**config.mk**
```make
export PLATFORM = sky130hd
export DESIGN_NAME = fetch_buffer
export DESIGN_NICKNAME = d
export VERILOG_FILES = /design/src/verilog/fb_geometry_pkg.sv /design/src/verilog/fb_types_pkg.sv /design/src/verilog/refill_fsm.sv /design/src/verilog/parcel_pointers.sv /design/src/verilog/parcel_banks.sv /design/src/verilog/instr_extract.sv /design/src/verilog/fetch_buffer.sv
export SDC_FILE = /design/constraint.sdc
export NUM_CORES = 1
export LEC_CHECK = 0
export BUFFER_PORTS_ARGS = -buffer_cell sky130_fd_sc_hd__buf_2
export CORE_UTILIZATION = 55
export DETAILED_ROUTE_END_ITERATION = 8
export PLACE_DENSITY = 0.81
export SYNTH_ARGS = -nofsm -noshare
export SYNTH_HDL_FRONTEND = slang
export SYNTH_SLANG_ARGS = --single-unit
```
**constraint.sdc**
```tcl
create_clock -name clock -period 8.5 [get_ports clock]
set_input_delay 2.125 -clock clock [delete_from_list [all_inputs] [get_ports clock]]
set_output_delay 2.125 -clock clock [all_outputs]
set_load 0.05 [all_outputs]
```
**src/verilog/fb_geometry_pkg.sv**
```systemverilog
package fb_geometry_pkg;

  // ~~~~~~~~~~~~~~~~~~~~~~~~~~~~~~~~~~~~~~~
  // Buffer geometry
  // ~~~~~~~~~~~~~~~~~~~~~~~~~~~~~~~~~~~~~~~

  // One fetch block carries eight 16-bit parcels.
  localparam int lanes = 8;
  localparam int depth_blocks = 4;
  localparam int capacity = lanes * depth_blocks;
  localparam int parcel_width = 16;

  // Parcels presented to the extractor each cycle.
  localparam int window = 4;

  localparam int lane_bits = $clog2(lanes);
  localparam int slot_bits = $clog2(depth_blocks);

  // Fetch starts with one credit per block slot.
  localparam int init_credits = depth_blocks;

  // ~~~~~~~~~~~~~~~~~~~~~~~~~~~~~~~~~~~~~~~
  // Index and count types
  // ~~~~~~~~~~~~~~~~~~~~~~~~~~~~~~~~~~~~~~~

  typedef logic [slot_bits-1:0] slot_idx_t;

  typedef logic [lane_bits-1:0] lane_idx_t;

  // Slot in the upper bits, lane in the lower bits.
  typedef logic [slot_bits+lane_bits-1:0] parcel_ptr_t;

  // Counts 0 to capacity inclusive.
  typedef logic [$clog2(capacity+1)-1:0] occupancy_t;

  // Counts 0 to window inclusive.
  typedef logic [$clog2(window+1)-1:0] consume_t;

endpackage

```
**src/verilog/fb_types_pkg.sv**
```systemverilog
package fb_types_pkg;

  // ~~~~~~~~~~~~~~~~~~~~~~~~~~~~~~~~~~~~~~~
  // Enums
  // ~~~~~~~~~~~~~~~~~~~~~~~~~~~~~~~~~~~~~~~

  typedef enum logic [1:0] {
    len_none,
    len_16,
    len_32
  } instr_len_e;

  // Refill waits for the first block after reset or a clear.
  typedef enum logic {
    st_refill,
    st_stream
  } refill_state_e;

  // ~~~~~~~~~~~~~~~~~~~~~~~~~~~~~~~~~~~~~~~
  // Port structs
  // ~~~~~~~~~~~~~~~~~~~~~~~~~~~~~~~~~~~~~~~

  // Parcel i sits at data bits 16i upward. The pc low bits hold the start offset.
  typedef struct packed {
    logic                                                              valid;
    logic [31:0]                                                       pc;
    logic [fb_geometry_pkg::lanes*fb_geometry_pkg::parcel_width-1:0] data;
  } fetch_block_t;

  typedef struct packed {
    logic [fb_geometry_pkg::parcel_width-1:0] bits;
    logic [31:0]                              pc;
  } parcel_t;

  // Entry 0 is the oldest parcel.
  typedef parcel_t [fb_geometry_pkg::window-1:0] parcel_window_t;

  typedef struct packed {
    logic        valid;
    logic [31:0] pc;
    logic [31:0] instr;
    instr_len_e  len;
  } issue_slot_t;

  typedef struct packed {
    issue_slot_t slot0;
    issue_slot_t slot1;
  } issue_pair_t;

endpackage

```
**src/verilog/refill_fsm.sv**
```systemverilog
`timescale 1ns/1ns

module refill_fsm (
  input  logic                       clock,
  input  logic                       reset,
  input  logic                       clear,
  input  fb_types_pkg::fetch_block_t block,
  output logic                       accept,
  output logic                       flush,
  output logic                       start_load,
  output fb_geometry_pkg::lane_idx_t start_offset
);

  fb_types_pkg::refill_state_e state;
  fb_types_pkg::refill_state_e state_next;

  // A clear wins over a block arriving in the same cycle.
  assign accept = block.valid && !clear;
  assign flush = clear;

  // The first block after a clear sets the read point.
  assign start_load = accept && (state == fb_types_pkg::st_refill);

  // Byte offset within the block, halved, gives the first lane.
  assign start_offset = block.pc[fb_geometry_pkg::lane_bits:1];

  always_comb begin
    state_next = state;
    if (clear) begin
      state_next = fb_types_pkg::st_refill;
    end else if (start_load) begin
      state_next = fb_types_pkg::st_stream;
    end
  end

  always_ff @(posedge clock) begin
    if (!reset) begin
      state <= fb_types_pkg::st_refill;
    end else begin
      state <= state_next;
    end
  end

  // Once streaming, no realign happens again until the next clear.
  assert property (
    @(posedge clock) disable iff (!reset)
    (state == fb_types_pkg::st_stream && !clear) |=> !start_load
  ) else $error("start_load outside refill");

endmodule

```
**src/verilog/parcel_pointers.sv**
```systemverilog
`timescale 1ns/1ns

module parcel_pointers (
  input  logic                         clock,
  input  logic                         reset,
  input  logic                         accept,
  input  logic                         flush,
  input  logic                         start_load,
  input  fb_geometry_pkg::lane_idx_t   start_offset,
  input  fb_geometry_pkg::consume_t    consume,
  output fb_geometry_pkg::slot_idx_t   wr_slot,
  output fb_geometry_pkg::parcel_ptr_t rd_ptr,
  output fb_geometry_pkg::occupancy_t  occupancy,
  output logic                         credit_return
);

  fb_geometry_pkg::parcel_ptr_t rd_ptr_next;
  fb_geometry_pkg::occupancy_t  fill;
  fb_geometry_pkg::occupancy_t  occupancy_next;
  fb_geometry_pkg::slot_idx_t   rd_slot;
  fb_geometry_pkg::slot_idx_t   rd_slot_next;
  logic                         credit_next;

  // ~~~~~~~~~~~~~~~~~~~~~~~~~~~~~~~~~~~~~~~
  // Next pointer and count
  // ~~~~~~~~~~~~~~~~~~~~~~~~~~~~~~~~~~~~~~~

  always_comb begin
    fill = '0;
    if (accept) begin
      fill = fb_geometry_pkg::occupancy_t'(fb_geometry_pkg::lanes);
      // Parcels below the start offset never become readable.
      if (start_load) begin
        fill = fill - fb_geometry_pkg::occupancy_t'(start_offset);
      end
    end
    occupancy_next = occupancy + fill - fb_geometry_pkg::occupancy_t'(consume);
  end

  always_comb begin
    if (start_load) begin
      rd_ptr_next = {wr_slot, start_offset};
    end else begin
      rd_ptr_next = rd_ptr + fb_geometry_pkg::parcel_ptr_t'(consume);
    end
  end

  assign rd_slot = rd_ptr[fb_geometry_pkg::lane_bits +: fb_geometry_pkg::slot_bits];
  assign rd_slot_next = rd_ptr_next[fb_geometry_pkg::lane_bits +: fb_geometry_pkg::slot_bits];

  // A slot is free again once reading has moved past its last lane.
  assign credit_next = !start_load && (rd_slot_next != rd_slot);

  always_ff @(posedge clock) begin
    if (!reset || flush) begin
      wr_slot <= '0;
      rd_ptr <= '0;
      occupancy <= '0;
      credit_return <= 1'b0;
    end else begin
      if (accept) begin
        wr_slot <= wr_slot + fb_geometry_pkg::slot_idx_t'(1);
      end
      rd_ptr <= rd_ptr_next;
      occupancy <= occupancy_next;
      credit_return <= credit_next;
    end
  end

  // Fetch honours its credits, so the buffer can never overfill.
  assert property (
    @(posedge clock) disable iff (!reset)
    occupancy <= fb_geometry_pkg::capacity
  ) else $error("occupancy above capacity");

  // The extractor only takes parcels that are held.
  assert property (
    @(posedge clock) disable iff (!reset)
    fb_geometry_pkg::occupancy_t'(consume) <= occupancy
  ) else $error("consume above occupancy");

endmodule

```
**src/verilog/parcel_banks.sv**
```systemverilog
`timescale 1ns/1ns

module parcel_banks (
  input  logic                           clock,
  input  logic                           accept,
  input  fb_types_pkg::fetch_block_t     block,
  input  fb_geometry_pkg::slot_idx_t     wr_slot,
  input  fb_geometry_pkg::parcel_ptr_t   rd_ptr,
  output fb_types_pkg::parcel_window_t   window
);

  localparam int pw = fb_geometry_pkg::parcel_width;
  localparam int base_bits = 32 - fb_geometry_pkg::lane_bits - 1;

  // One bank per lane, one entry per block slot.
  logic [pw-1:0] bank_mem [fb_geometry_pkg::lanes][fb_geometry_pkg::depth_blocks];

  // Each slot keeps the 16-byte aligned base of its block.
  logic [base_bits-1:0] slot_base [fb_geometry_pkg::depth_blocks];

  // ~~~~~~~~~~~~~~~~~~~~~~~~~~~~~~~~~~~~~~~
  // Write side
  // ~~~~~~~~~~~~~~~~~~~~~~~~~~~~~~~~~~~~~~~

  always_ff @(posedge clock) begin
    if (accept) begin
      for (int i = 0; i < fb_geometry_pkg::lanes; i++) begin
        bank_mem[i][wr_slot] <= block.data[i*pw +: pw];
      end
      slot_base[wr_slot] <= block.pc[31:32-base_bits];
    end
  end

  // ~~~~~~~~~~~~~~~~~~~~~~~~~~~~~~~~~~~~~~~
  // Rotated read window
  // ~~~~~~~~~~~~~~~~~~~~~~~~~~~~~~~~~~~~~~~

  // Adding k to the full pointer carries into the slot field when the lane wraps.
  for (genvar k = 0; k < fb_geometry_pkg::window; k++) begin : g_read
    fb_geometry_pkg::parcel_ptr_t pos;
    fb_geometry_pkg::slot_idx_t   slot;
    fb_geometry_pkg::lane_idx_t   lane;

    assign pos = rd_ptr + fb_geometry_pkg::parcel_ptr_t'(k);
    assign slot = pos[fb_geometry_pkg::lane_bits +: fb_geometry_pkg::slot_bits];
    assign lane = pos[fb_geometry_pkg::lane_bits-1:0];

    // A parcel's pc is its slot base plus twice its lane.
    assign window[k] = '{
      bits: bank_mem[lane][slot],
      pc:   {slot_base[slot], lane, 1'b0}
    };
  end

endmodule

```
**src/verilog/instr_extract.sv**
```systemverilog
`timescale 1ns/1ns

module instr_extract (
  input  fb_types_pkg::parcel_window_t window,
  input  fb_geometry_pkg::occupancy_t  occupancy,
  input  logic                         stall,
  output fb_types_pkg::issue_pair_t    issue,
  output fb_geometry_pkg::consume_t    consume
);

  fb_types_pkg::issue_slot_t  first;
  fb_types_pkg::issue_slot_t  second;
  fb_geometry_pkg::consume_t  len0;
  fb_geometry_pkg::consume_t  len1;
  logic                       valid0;
  logic                       valid1;

  // Builds an instruction starting at lo. The upper half is only used for 32-bit ones.
  function automatic fb_types_pkg::issue_slot_t decode_slot(
    input fb_types_pkg::parcel_t lo,
    input fb_types_pkg::parcel_t hi
  );
    fb_types_pkg::issue_slot_t slot;
    slot.valid = 1'b0;
    slot.pc = lo.pc;
    if (lo.bits[1:0] == 2'b11) begin
      slot.instr = {hi.bits, lo.bits};
      slot.len = fb_types_pkg::len_32;
    end else begin
      slot.instr = {16'b0, lo.bits};
      slot.len = fb_types_pkg::len_16;
    end
    return slot;
  endfunction

  function automatic fb_geometry_pkg::consume_t parcels_of(
    input fb_types_pkg::instr_len_e len
  );
    case (len)
      fb_types_pkg::len_32: return fb_geometry_pkg::consume_t'(2);
      fb_types_pkg::len_16: return fb_geometry_pkg::consume_t'(1);
      default:              return '0;
    endcase
  endfunction

  // ~~~~~~~~~~~~~~~~~~~~~~~~~~~~~~~~~~~~~~~
  // Pairing
  // ~~~~~~~~~~~~~~~~~~~~~~~~~~~~~~~~~~~~~~~

  assign first = decode_slot(window[0], window[1]);
  assign len0 = parcels_of(first.len);

  // The second instruction begins right after the first one.
  assign second = (first.len == fb_types_pkg::len_32) ?
                  decode_slot(window[2], window[3]) :
                  decode_slot(window[1], window[2]);
  assign len1 = parcels_of(second.len);

  assign valid0 = !stall && (occupancy >= fb_geometry_pkg::occupancy_t'(len0));
  assign valid1 = valid0 && (occupancy >= fb_geometry_pkg::occupancy_t'(len0 + len1));

  always_comb begin
    issue.slot0 = first;
    issue.slot0.valid = valid0;
    if (!valid0) begin
      issue.slot0.len = fb_types_pkg::len_none;
    end
    issue.slot1 = second;
    issue.slot1.valid = valid1;
    if (!valid1) begin
      issue.slot1.len = fb_types_pkg::len_none;
    end
  end

  always_comb begin
    consume = '0;
    if (valid0) begin
      consume = len0;
    end
    if (valid1) begin
      consume = consume + len1;
    end
  end

endmodule

```
**src/verilog/fetch_buffer.sv**
```systemverilog
`timescale 1ns/1ns

module fetch_buffer (
  input  logic                       clock,
  input  logic                       reset,
  input  logic                       clear,
  input  logic                       stall,
  input  fb_types_pkg::fetch_block_t block,
  output logic                       credit_return,
  output fb_types_pkg::issue_pair_t  issue
);

  logic                         accept;
  logic                         flush;
  logic                         start_load;
  fb_geometry_pkg::lane_idx_t   start_offset;
  fb_geometry_pkg::slot_idx_t   wr_slot;
  fb_geometry_pkg::parcel_ptr_t rd_ptr;
  fb_geometry_pkg::occupancy_t  occupancy;
  fb_geometry_pkg::consume_t    consume;
  fb_types_pkg::parcel_window_t window;

  // ~~~~~~~~~~~~~~~~~~~~~~~~~~~~~~~~~~~~~~~
  // Control
  // ~~~~~~~~~~~~~~~~~~~~~~~~~~~~~~~~~~~~~~~

  refill_fsm refill_fsm_inst (
    .clock        (clock),
    .reset        (reset),
    .clear        (clear),
    .block        (block),
    .accept       (accept),
    .flush        (flush),
    .start_load   (start_load),
    .start_offset (start_offset)
  );

  parcel_pointers parcel_pointers_inst (
    .clock         (clock),
    .reset         (reset),
    .accept        (accept),
    .flush         (flush),
    .start_load    (start_load),
    .start_offset  (start_offset),
    .consume       (consume),
    .wr_slot       (wr_slot),
    .rd_ptr        (rd_ptr),
    .occupancy     (occupancy),
    .credit_return (credit_return)
  );

  // ~~~~~~~~~~~~~~~~~~~~~~~~~~~~~~~~~~~~~~~
  // Datapath
  // ~~~~~~~~~~~~~~~~~~~~~~~~~~~~~~~~~~~~~~~

  parcel_banks parcel_banks_inst (
    .clock   (clock),
    .accept  (accept),
    .block   (block),
    .wr_slot (wr_slot),
    .rd_ptr  (rd_ptr),
    .window  (window)
  );

  instr_extract instr_extract_inst (
    .window    (window),
    .occupancy (occupancy),
    .stall     (stall),
    .issue     (issue),
    .consume   (consume)
  );

endmodule

```
# --- Yosys cells after proc, flatten, opt, wreduce, memory -nomap -nowiden ---
# Memories as Yosys holds them, arrays and structs flattened. A register that Yosys moved wholly into a read port is not among the register bits.
# Index checks and enable logic that the tools add are counted.
word_totals:
  mem_bits_rw: 624
  n_memories: 2
  reg_bits: 15
  out_inout_bits: 135
  word_cells: 84
memory_table:
  columns: ["name", "words", "word_bits", "rd", "rd_clocked_by_memory_dff", "write_ports", "line_no", "rtl"]
  rows:
  - ["parcel_banks_inst.bank_mem", 8, 64, 4, 1, 8, "parcel_banks.sv:16", "logic [pw-1:0] bank_mem [fb_geometry_pkg::lanes][fb_geometry_pkg::depth_blocks];"]
  - ["parcel_banks_inst.slot_base", 4, 28, 3, 1, 1, "parcel_banks.sv:19", "logic [base_bits-1:0] slot_base [fb_geometry_pkg::depth_blocks];"]
op_classes:
  n_mux: 32
  magnitude_cmp: 8
  n_eq_ne: 8
  addsub: 10
  bitwise_logic: 7
  reduce_logical: 12
op_table:
  columns: ["operator", "count"]
  rows:
  - ["two-way mux 16 bit", 9]
  - ["binary-select mux 16 bit (select 2 bit)", 4]
  - ["two-way mux 34 bit", 3]
  - ["two-way mux 66 bit", 1]
  - ["two-way mux 64 bit", 1]
  - ["demux 16 bit (select 2 bit)", 1]
  - ["greater-or-equal comparator 3 bit (second input constant)", 5]
  - ["NOT 2 -> 3 bit", 5]
  - ["two-way mux 6 bit", 2]
  - ["adder 5 x 2 -> 5 bit (second input constant)", 2]
  - ["equality test 2 bit (second input constant)", 5]
  - ["two-way mux 2 bit", 4]
  - ["one-hot mux 2 bit (2 select lines)", 2]
  - ["adder 2 x 2 -> 3 bit", 2]
  - ["adder 6 bit", 1]
  - ["greater-or-equal comparator 6 x 2 -> 1 bit", 1]
  - ["greater-or-equal comparator 6 bit", 1]
  - ["logical AND 1 bit", 6]
  - ["two-way mux 3 bit", 2]
  - ["subtractor 6 x 3 -> 6 bit", 1]
  - ["adder 5 x 1 -> 5 bit (second input constant)", 1]
  - ["adder 5 x 3 -> 5 bit", 1]
  - ["two-way mux 5 bit", 1]
  - ["subtractor 4 x 3 -> 5 bit (first input constant)", 1]
  - ["other kinds (9)", 15]

# --- Depth between registers and ports, before layout ---
# Gate-level depths: netlist of the first run.
depth:
  ltp_word: 18
  ltp_mapped: 32
  mapped_depth_nobuf: 26

# --- Cells and area by module ---
# From an unflattened synthesis of the first run, not the netlist that was laid out.
hier_totals:
  hier_cells: 2773
  area_unflattened_um2: 40152.3
by_module_without_submodules:
  columns: ["mod", "cells_each", "n_inst", "area_each_um2"]
  rows:
  - ["parcel_banks", 2375, 1, 37521.0]
  - ["instr_extract", 283, 1, 1599.0]
  - ["parcel_pointers", 106, 1, 938.4]
  - ["refill_fsm", 9, 1, 93.8]

# --- Worst setup path before layout of the first run ---
# No wires, ideal clock.
synth_path:
  path_kind: "register to output"
  from: "reg parcel_pointers_inst.rd_ptr[0]"
  to: "out issue[1] in the netlist's numbering"
  slack_ns: 1.437
  n_path_buf: 7
  path_stages_with_launch: 22
  required_ns: 6.375
  t_arrival_ns: 4.938
  path_cell_list: "dfxtp_1 > buf_6 > buf_12 > buf_6 > inv_1 > buf_2 > ha_1 > buf_4 > buf_6 > mux4_2 > mux4_2 > nand2_1 > a22o_1 > buf_2 > o22ai_1 > ha_1 > nand2b_1 > a21o_1 > a211oi_1 > o21ai_0 > o211ai_1 > o22ai_1"
synth_lines:
  columns: ["element", "line_no", "rtl"]
  rows:
  - ["start, declared", "parcel_pointers.sv:12", "output fb_geometry_pkg::parcel_ptr_t rd_ptr,"]
  - ["start signal, assigned", "parcel_pointers.sv:64", "rd_ptr <= rd_ptr_next;"]
  - ["end, declared", "fetch_buffer.sv:10", "output fb_types_pkg::issue_pair_t issue"]

==> reports/results.md, run 1 <==
* run status: finished, final reports clean
* most used flip-flop cell after synthesis: sky130_fd_sc_hd__edfxtp_1
* root cell of the clock tree: sky130_fd_sc_hd__clkbuf_16
* critical path's most frequent cell: sky130_fd_sc_hd__buf_4
* cell-by-cell trace of the critical path: buf_4 > buf_4 > buf_4 > mux4_2 > mux4_2 > o21ai_1 > o32ai_2 > buf_2
* Pre-Repair DR Iteration Count: 5
* horizontal extent of the die: 270 um
* Syn Inst Count: 2084
* final worst path period need: 7.98 ns
* most frequent cells after synthesis: sky130_fd_sc_hd__mux4_2, sky130_fd_sc_hd__edfxtp_1, sky130_fd_sc_hd__buf_2
* MaxCap Viol Count: 0
* number of global-route vias before repair: 24500
* sequential cell area fraction in the yosys report: 48.2%
* Port-buffer cells: 296
* number of synthesized register bits: 639
* Synth Area per Inst: 19.0 um2
* clock transition at the register clock pins on the worst setup and hold paths after CTS: 0.06 ns
* initial core utilization: 56.0%
* GRT Util Overall: 28.5%
* headroom to the max-slew limit: 19.9%
* Cell variety after synth: 59
* Tcrit/Tclk final: 93.9%
* Syn-to-layout area delta: 10.8%
* Clock Latency Late Sink: 0.63 ns
* boundary pin count: 300
* Worst R2R Setup Slack: 1.26 ns
* setup ws final: 0.518 ns
* number of levels in the clock H-tree: 3
* Max VDD drop: 0.178 mV
* DR DRC count: 0
* Congestion Overflow GR: 0
* Routability Congestion: 0.866
* cell family with most CP delay: buffers and inverters
* CTS tree: done
* Total Wirelength: 103 mm
* num rows: 97
* signal arrival time at the worst endpoint: 5.86 ns
* wire length of the first global-routing pass: 155 mm
* Core Region: 70500 um2
* clk_skew: 0.0288 ns
* nature of the critical path endpoint: output port
* summed negative setup slack over all endpoints: 0 ns
* min-delay worst type: flip-flop to flip-flop
* crit path buf inv count: 4
* EDFF count, synth: 624
* cell types occupying the most area after synthesis: sky130_fd_sc_hd__edfxtp_1, sky130_fd_sc_hd__mux4_2, sky130_fd_sc_hd__mux2i_1
* slowest cell delay on critical path: 0.96 ns
* cell with the most instances after synthesis: sky130_fd_sc_hd__mux4_2
* fraction of layout instances using a drive strength above 1: 50.4%
* highest clock frequency the design can meet: 125 MHz
* final hold violation count: 0
* DRC violation total after the first TritonRoute iteration: 3047
* routed vias: 24500
* kind of start point of the critical path: flip-flop
* via/cell ratio: 7.43
* fin nets: 2491
* Post-Place Worst Slack: 1.02 ns
* Required @ worst endpoint: 6.38 ns
* leak pwr: 14.0 nW
* half-perimeter wire length of the detailed placement result: 66.2 mm
* initial antenna violation count: 24
* Ys Warns: 0
* final number of setup-violating endpoints: 0
* total clock sinks: 639
* leading area contributor after synthesis: sky130_fd_sc_hd__edfxtp_1
* vertical die dimension: 270 um
* critical path fanouts, max: 70
* Die Outline Area: 72900 um2
* synthesized cell area: 39500 um2
* share of synthesized registers carrying an async set or reset: 0%
* Final Max Tran Viols: 0
* number of hold buffers added after CTS: 0
* category of the critical setup timing path: flip-flop to output port
* Max stage delay cell, worst path: sky130_fd_sc_hd__buf_4
* maximum number of pins on one net before global-route repair: 145
* RSZ-0062 raised after global routing: false
* transition at the pin with the smallest max-transition slack: 1.20 ns
* mean routed wirelength per cell: 31.4 um
* clk buf depth: 3
* area share of the leading cell type in the synthesized netlist: 47.4%
* antenna violation net count after detailed routing: 0
* number of CTS-inserted buffers: 69
* Cell Pwr Density: 234 nW/um2
-- cells in the final DEF, fill, tap and decap left out, types with 5 or more instances in the layout --
cell,instances
sky130_fd_sc_hd__mux4_2,658
sky130_fd_sc_hd__edfxtp_1,624
sky130_fd_sc_hd__buf_2,296
sky130_fd_sc_hd__mux2i_1,111
sky130_fd_sc_hd__clkbuf_16,69
sky130_fd_sc_hd__a211oi_1,51
sky130_fd_sc_hd__a21oi_1,49
sky130_fd_sc_hd__nand2_1,46
sky130_fd_sc_hd__buf_4,45
sky130_fd_sc_hd__nor2_1,39
sky130_fd_sc_hd__nor2b_1,38
sky130_fd_sc_hd__mux2_2,31
sky130_fd_sc_hd__inv_1,28
sky130_fd_sc_hd__ha_1,25
sky130_fd_sc_hd__a32oi_1,14
sky130_fd_sc_hd__o21ai_1,14
sky130_fd_sc_hd__clkinv_2,13
sky130_fd_sc_hd__mux2_4,12
sky130_fd_sc_hd__diode_2,10
sky130_fd_sc_hd__o32ai_1,10
sky130_fd_sc_hd__clkinv_1,10
sky130_fd_sc_hd__dfxtp_1,10
sky130_fd_sc_hd__nor3_1,9
sky130_fd_sc_hd__clkbuf_1,9
sky130_fd_sc_hd__xnor2_1,8
sky130_fd_sc_hd__nand2b_1,7
sky130_fd_sc_hd__nand3_1,7
sky130_fd_sc_hd__o22ai_1,6
sky130_fd_sc_hd__o21ai_0,6
sky130_fd_sc_hd__xor2_4,6
sky130_fd_sc_hd__bufinv_16,6
sky130_fd_sc_hd__and2_1,5
sky130_fd_sc_hd__o32ai_2,5
sky130_fd_sc_hd__fa_1,5
-- power by group --
group          leakage, nW  internal [mW]  switching [mW]
logic                 7.14           1.62            2.08
clock network         1.07           1.69            1.25
registers             5.79           3.53          0.0670
-- worst min-delay path: stages, from the launching register on --
cell	delay, ns
sky130_fd_sc_hd__dfxtp_1	0.32
sky130_fd_sc_hd__nor2_1	0.10
sky130_fd_sc_hd__nor2_1	0.04
-- metal layers --
metal | track usage (%) | routed length (um)
met1 | 36.8 | 36000
met2 | 46.7 | 51900
met3 | 6.29 | 10800
met4 | 12.9 | 4410
met5 | 0 | 218
-- final timing paths --
| kind | start | cells after the start | endpoint |
|---|---|---|---|
| worst max-delay path | parcel_pointers_inst.rd_ptr[0]$_SDFF_PP0_ | 8 | issue[29] |
| worst min-delay path | refill_fsm_inst.state$_SDFFE_PP0P_ | 2 | refill_fsm_inst.state$_SDFFE_PP0P_ |
| worst max register to register | parcel_pointers_inst.rd_ptr[0]$_SDFF_PP0_ | 27 | parcel_pointers_inst.occupancy[5]$_SDFF_PP0_ |
| worst min register to register | refill_fsm_inst.state$_SDFFE_PP0P_ | 2 | refill_fsm_inst.state$_SDFFE_PP0P_ |
-- through the flow --
step	std cells	util [%]	hold slack, ns	instance area [um2]	power [mW]
global route	3286	62.1	0.532	43800	10.6
floorplan	2085	-	0.455	39500	6.61
detailed placement	3163	59.0	0.487	41600	7.33
CTS	3280	62.1	0.501	43800	10.3
finish	3290	62.1	0.505	43800	10.2
global placement	3163	59.0	0.476	41600	7.24
-- state kept, by name (all words and copies together) (netlist names) --
name	count
parcel_banks_inst.bank_mem	512
parcel_pointers_inst.wr_slot	2
parcel_pointers_inst.rd_ptr	5
parcel_banks_inst.slot_base	112
refill_fsm_inst.state	1
parcel_pointers_inst.occupancy	6
parcel_pointers_inst.credit_return	1
-- what timing repair did --
action                                  CTS  global route
setup buffers                             0             0
resized for setup                         0             1
endpoints found under the setup margin    0             1
-- cell families (layout without fill, tap and decap cells) --
kind of cell | count (synthesis) | after routing | share of synthesized area [%]
and+or+nand+nor | 172 | 172 | 2.19
DFF | 639 | 639 | 48.2
AOI/OAI and AO/OA | 170 | 170 | 2.99
xor gates and xnor gates | 20 | 20 | 0.481
buffers and inverters | 238 | 493 | 3.37
other | 1 | 12 | 0.00949
muxes | 812 | 812 | 41.7
adders and majority gates | 32 | 32 | 1.11
-- cell type report --
class / count / area, um2
antenna: 10 / 25.0
clock buffer: 78 / 1760
clock inverter: 39 / 419
fill: 4829 / 26700
inverter: 30 / 123
multi-input combinational: 1208 / 19300
sequential: 639 / 19100
tap: 940 / 1180
timing repair buffer: 346 / 1910
No activity file was read; power rests on OpenSTA's default activity.
==> run 2: changes to the inputs <==
Settings changed: PLACE_DENSITY 0.81 to 0.74, SYNTH_HIERARCHICAL from default to 1.
==> reports/results.md, run 2 <==
* number of levels in the clock H-tree: 3
* min-delay worst type: flip-flop to flip-flop
* initial antenna violation count: 18
* Max VDD drop: 0.289 mV
* nature of the critical path endpoint: flip-flop
* vertical die dimension: 270 um
* Port-buffer cells: 296
* run status: finished, final reports clean
* DRC violation total after the first TritonRoute iteration: 3986
* Total Wirelength: 125 mm
* Syn-to-layout area delta: 10.4%
* flip-flop count of the largest register after layout: 512
* horizontal extent of the die: 270 um
* sequential share of power: 31.4%
* final worst path period need: 8.15 ns
* highest clock frequency the design can meet: 123 MHz
* critical path fanouts, max: 73
* Required @ worst endpoint: 9.02 ns
* post-detailed-placement cell area: 41300 um2
* half-perimeter wire length of the detailed placement result: 78.2 mm
* commonest non-fill, non-tap cell in the layout: sky130_fd_sc_hd__edfxtp_1
* uppermost layer routed: met5
* Gate power share: 41.8%
* number of post-CTS setup repair buffers: 0
* RSZ-0062 raised after global routing: false
* antenna violation net count after detailed routing: 0
* clock transition at the register clock pins on the worst setup and hold paths after CTS: 0.06 ns
* critical path's most frequent cell: sky130_fd_sc_hd__ha_1
* Pre-Repair DR Iteration Count: 6
* Syn Inst Count: 2740
* Synth Area per Inst: 14.4 um2
* boundary pin count: 300
* category of the critical setup timing path: flip-flop to flip-flop
* net switching power: 4.43 mW
* fraction of power consumed by the clock network: 26.8%
* number of instances resized during post-cts repair: 0
* setup ws final: 0.353 ns
* signal arrival time at the worst endpoint: 8.67 ns
* MaxCap Viol Count: 0
* smallest hold slack: 0.590 ns
* mean routed wirelength per cell: 32.1 um
* highest-count cells in the layout ignoring fill and taps: sky130_fd_sc_hd__edfxtp_1, sky130_fd_sc_hd__mux4_2, sky130_fd_sc_hd__mux2i_1, sky130_fd_sc_hd__buf_2, sky130_fd_sc_hd__nand2_1
* number of hold buffers added after CTS: 0
* Die Outline Area: 72900 um2
* GRT Util Overall: 33.7%
* wire length of the first global-routing pass: 183 mm
* synthesized cell area: 39500 um2
* leak pwr: 14.4 nW
* via/cell ratio: 7.31
* registers with the most flip-flops: parcel_banks_inst/bank_mem (512), parcel_banks_inst/slot_base (112), parcel_pointers_inst/occupancy (6)
* clk buf depth: 3
* Post-Place Worst Slack: 0.654 ns
* Cell Pwr Density: 263 nW/um2
* Cell Int Power: 7.03 mW
* number of fill cells: 5146
* final core area utilization: 61.8%
* total met3 wirelength after detailed routing: 16.2 mm
* cell-by-cell trace of the critical path: buf_4 > mux2i_1 > a22o_1 > a2111oi_0 > a31oi_1 > nand3_1 > and2_4 > inv_2 > ha_1 > nand2b_1 > a211oi_1 > a21o_1 > nor2_1 > ha_1 > inv_1 > fa_1 > o32ai_1 > fa_1 > inv_1 > ha_1 > a211o_1 > o211ai_1 > a21oi_1 > o211ai_1
* num rows: 97
* number of global-route vias before repair: 28000
* DR DRC count: 0
* final number of setup-violating endpoints: 0
* routed vias: 28500
* maximum number of pins on one net before global-route repair: 157
* initial core utilization: 56.0%
* clk_skew: 0.0305 ns
* routed metal-1 wirelength: 44.4 mm
* kind of start point of the critical path: flip-flop
* Routability Congestion: 0.944
* Ys Warns: 6
* Core Region: 70500 um2
* Congestion Overflow GR: 0
* Switching Share: 38.6%
* Clock Latency Late Sink: 0.63 ns
* headroom to the max-slew limit: 23.7%
* final hold violation count: 0
* Tcrit/Tclk final: 95.8%
* root cell of the clock tree: sky130_fd_sc_hd__clkbuf_16
* transition at the pin with the smallest max-transition slack: 1.14 ns
* total clock sinks: 639
* slowest cell delay on critical path: 0.95 ns
* CTS tree: done
* fraction of layout instances using a drive strength above 1: 35.3%
* fin nets: 3086
* number of CTS-inserted buffers: 73
* Max stage delay cell, worst path: sky130_fd_sc_hd__buf_4
* Final Instance Area: 43600 um2
* largest reg by FF count: parcel_banks_inst/bank_mem
* length of routed met2 wiring: 56.6 mm
* Final Max Tran Viols: 0
run 2: power by group through the flow:
stage / logic [mW] / clock network (mW) / registers, mW
2_1_floorplan: 3.55 / 0 / 3.63
4_1_cts: 4.67 / 3.10 / 3.60
6_report: 4.79 / 3.07 / 3.60
5_1_grt: 4.94 / 3.22 / 3.60
3_5_place_dp: 4.64 / 0 / 3.66
3_3_place_gp: 4.56 / 0 / 3.65
run 2: cell type report:
type	instances	area, um2	share of cell area (%)
diodes	9	22.5	0.0516
clock buffers	81	1880	4.31
clock inverters	47	424	0.973
inverters	31	119	0.273
multi-input cells	1782	18800	43.2
flip-flops and latches	639	19000	43.7
well taps	940	1180	2.70
repair buffers	368	2100	4.81
run 2: per-stage QoR:
step | TNS [ns] | cells | total power, mW
floorplan | -74.68 | 2742 | 7.17
detailed placement | 0 | 3760 | 8.30
CTS | 0 | 3888 | 11.4
global route | 0 | 3897 | 11.8
finish | 0 | 3897 | 11.5
global placement | 0 | 3760 | 8.22
run 2: worst max-delay path: cells and delay by family, from the launching register on:
family / cells / cell delay, ns
flops: 1 / 0.75
fa+ha+maj: 5 / 1.91
mux: 1 / 0.29
compound gates: 10 / 2.53
simple gates: 4 / 0.55
buf+inv: 4 / 1.91
run 2: metal layers:
metal / vias to the layer above / GRT usage (%)
met1: 14200 / 44.7
met2: 2243 / 51.1
met4: 18 / 18.6
met3: 541 / 8.69
met5: - / 0
li1: 11400 / -
run 2: path summary, 6_finish.rpt:
path / slack [ns] / from / cells past startpoint / to
worst max-delay path: 0.35 / parcel_pointers_inst/rd_ptr[1]$_SDFF_PP0_ / 24 / parcel_pointers_inst/occupancy[5]$_SDFF_PP0_
worst min-delay path: 0.59 / refill_fsm_inst/state$_SDFFE_PP0P_ / 2 / refill_fsm_inst/state$_SDFFE_PP0P_
worst max register to register: 0.35 / parcel_pointers_inst/rd_ptr[1]$_SDFF_PP0_ / 24 / parcel_pointers_inst/occupancy[5]$_SDFF_PP0_
worst min register to register: 0.59 / refill_fsm_inst/state$_SDFFE_PP0P_ / 2 / refill_fsm_inst/state$_SDFFE_PP0P_
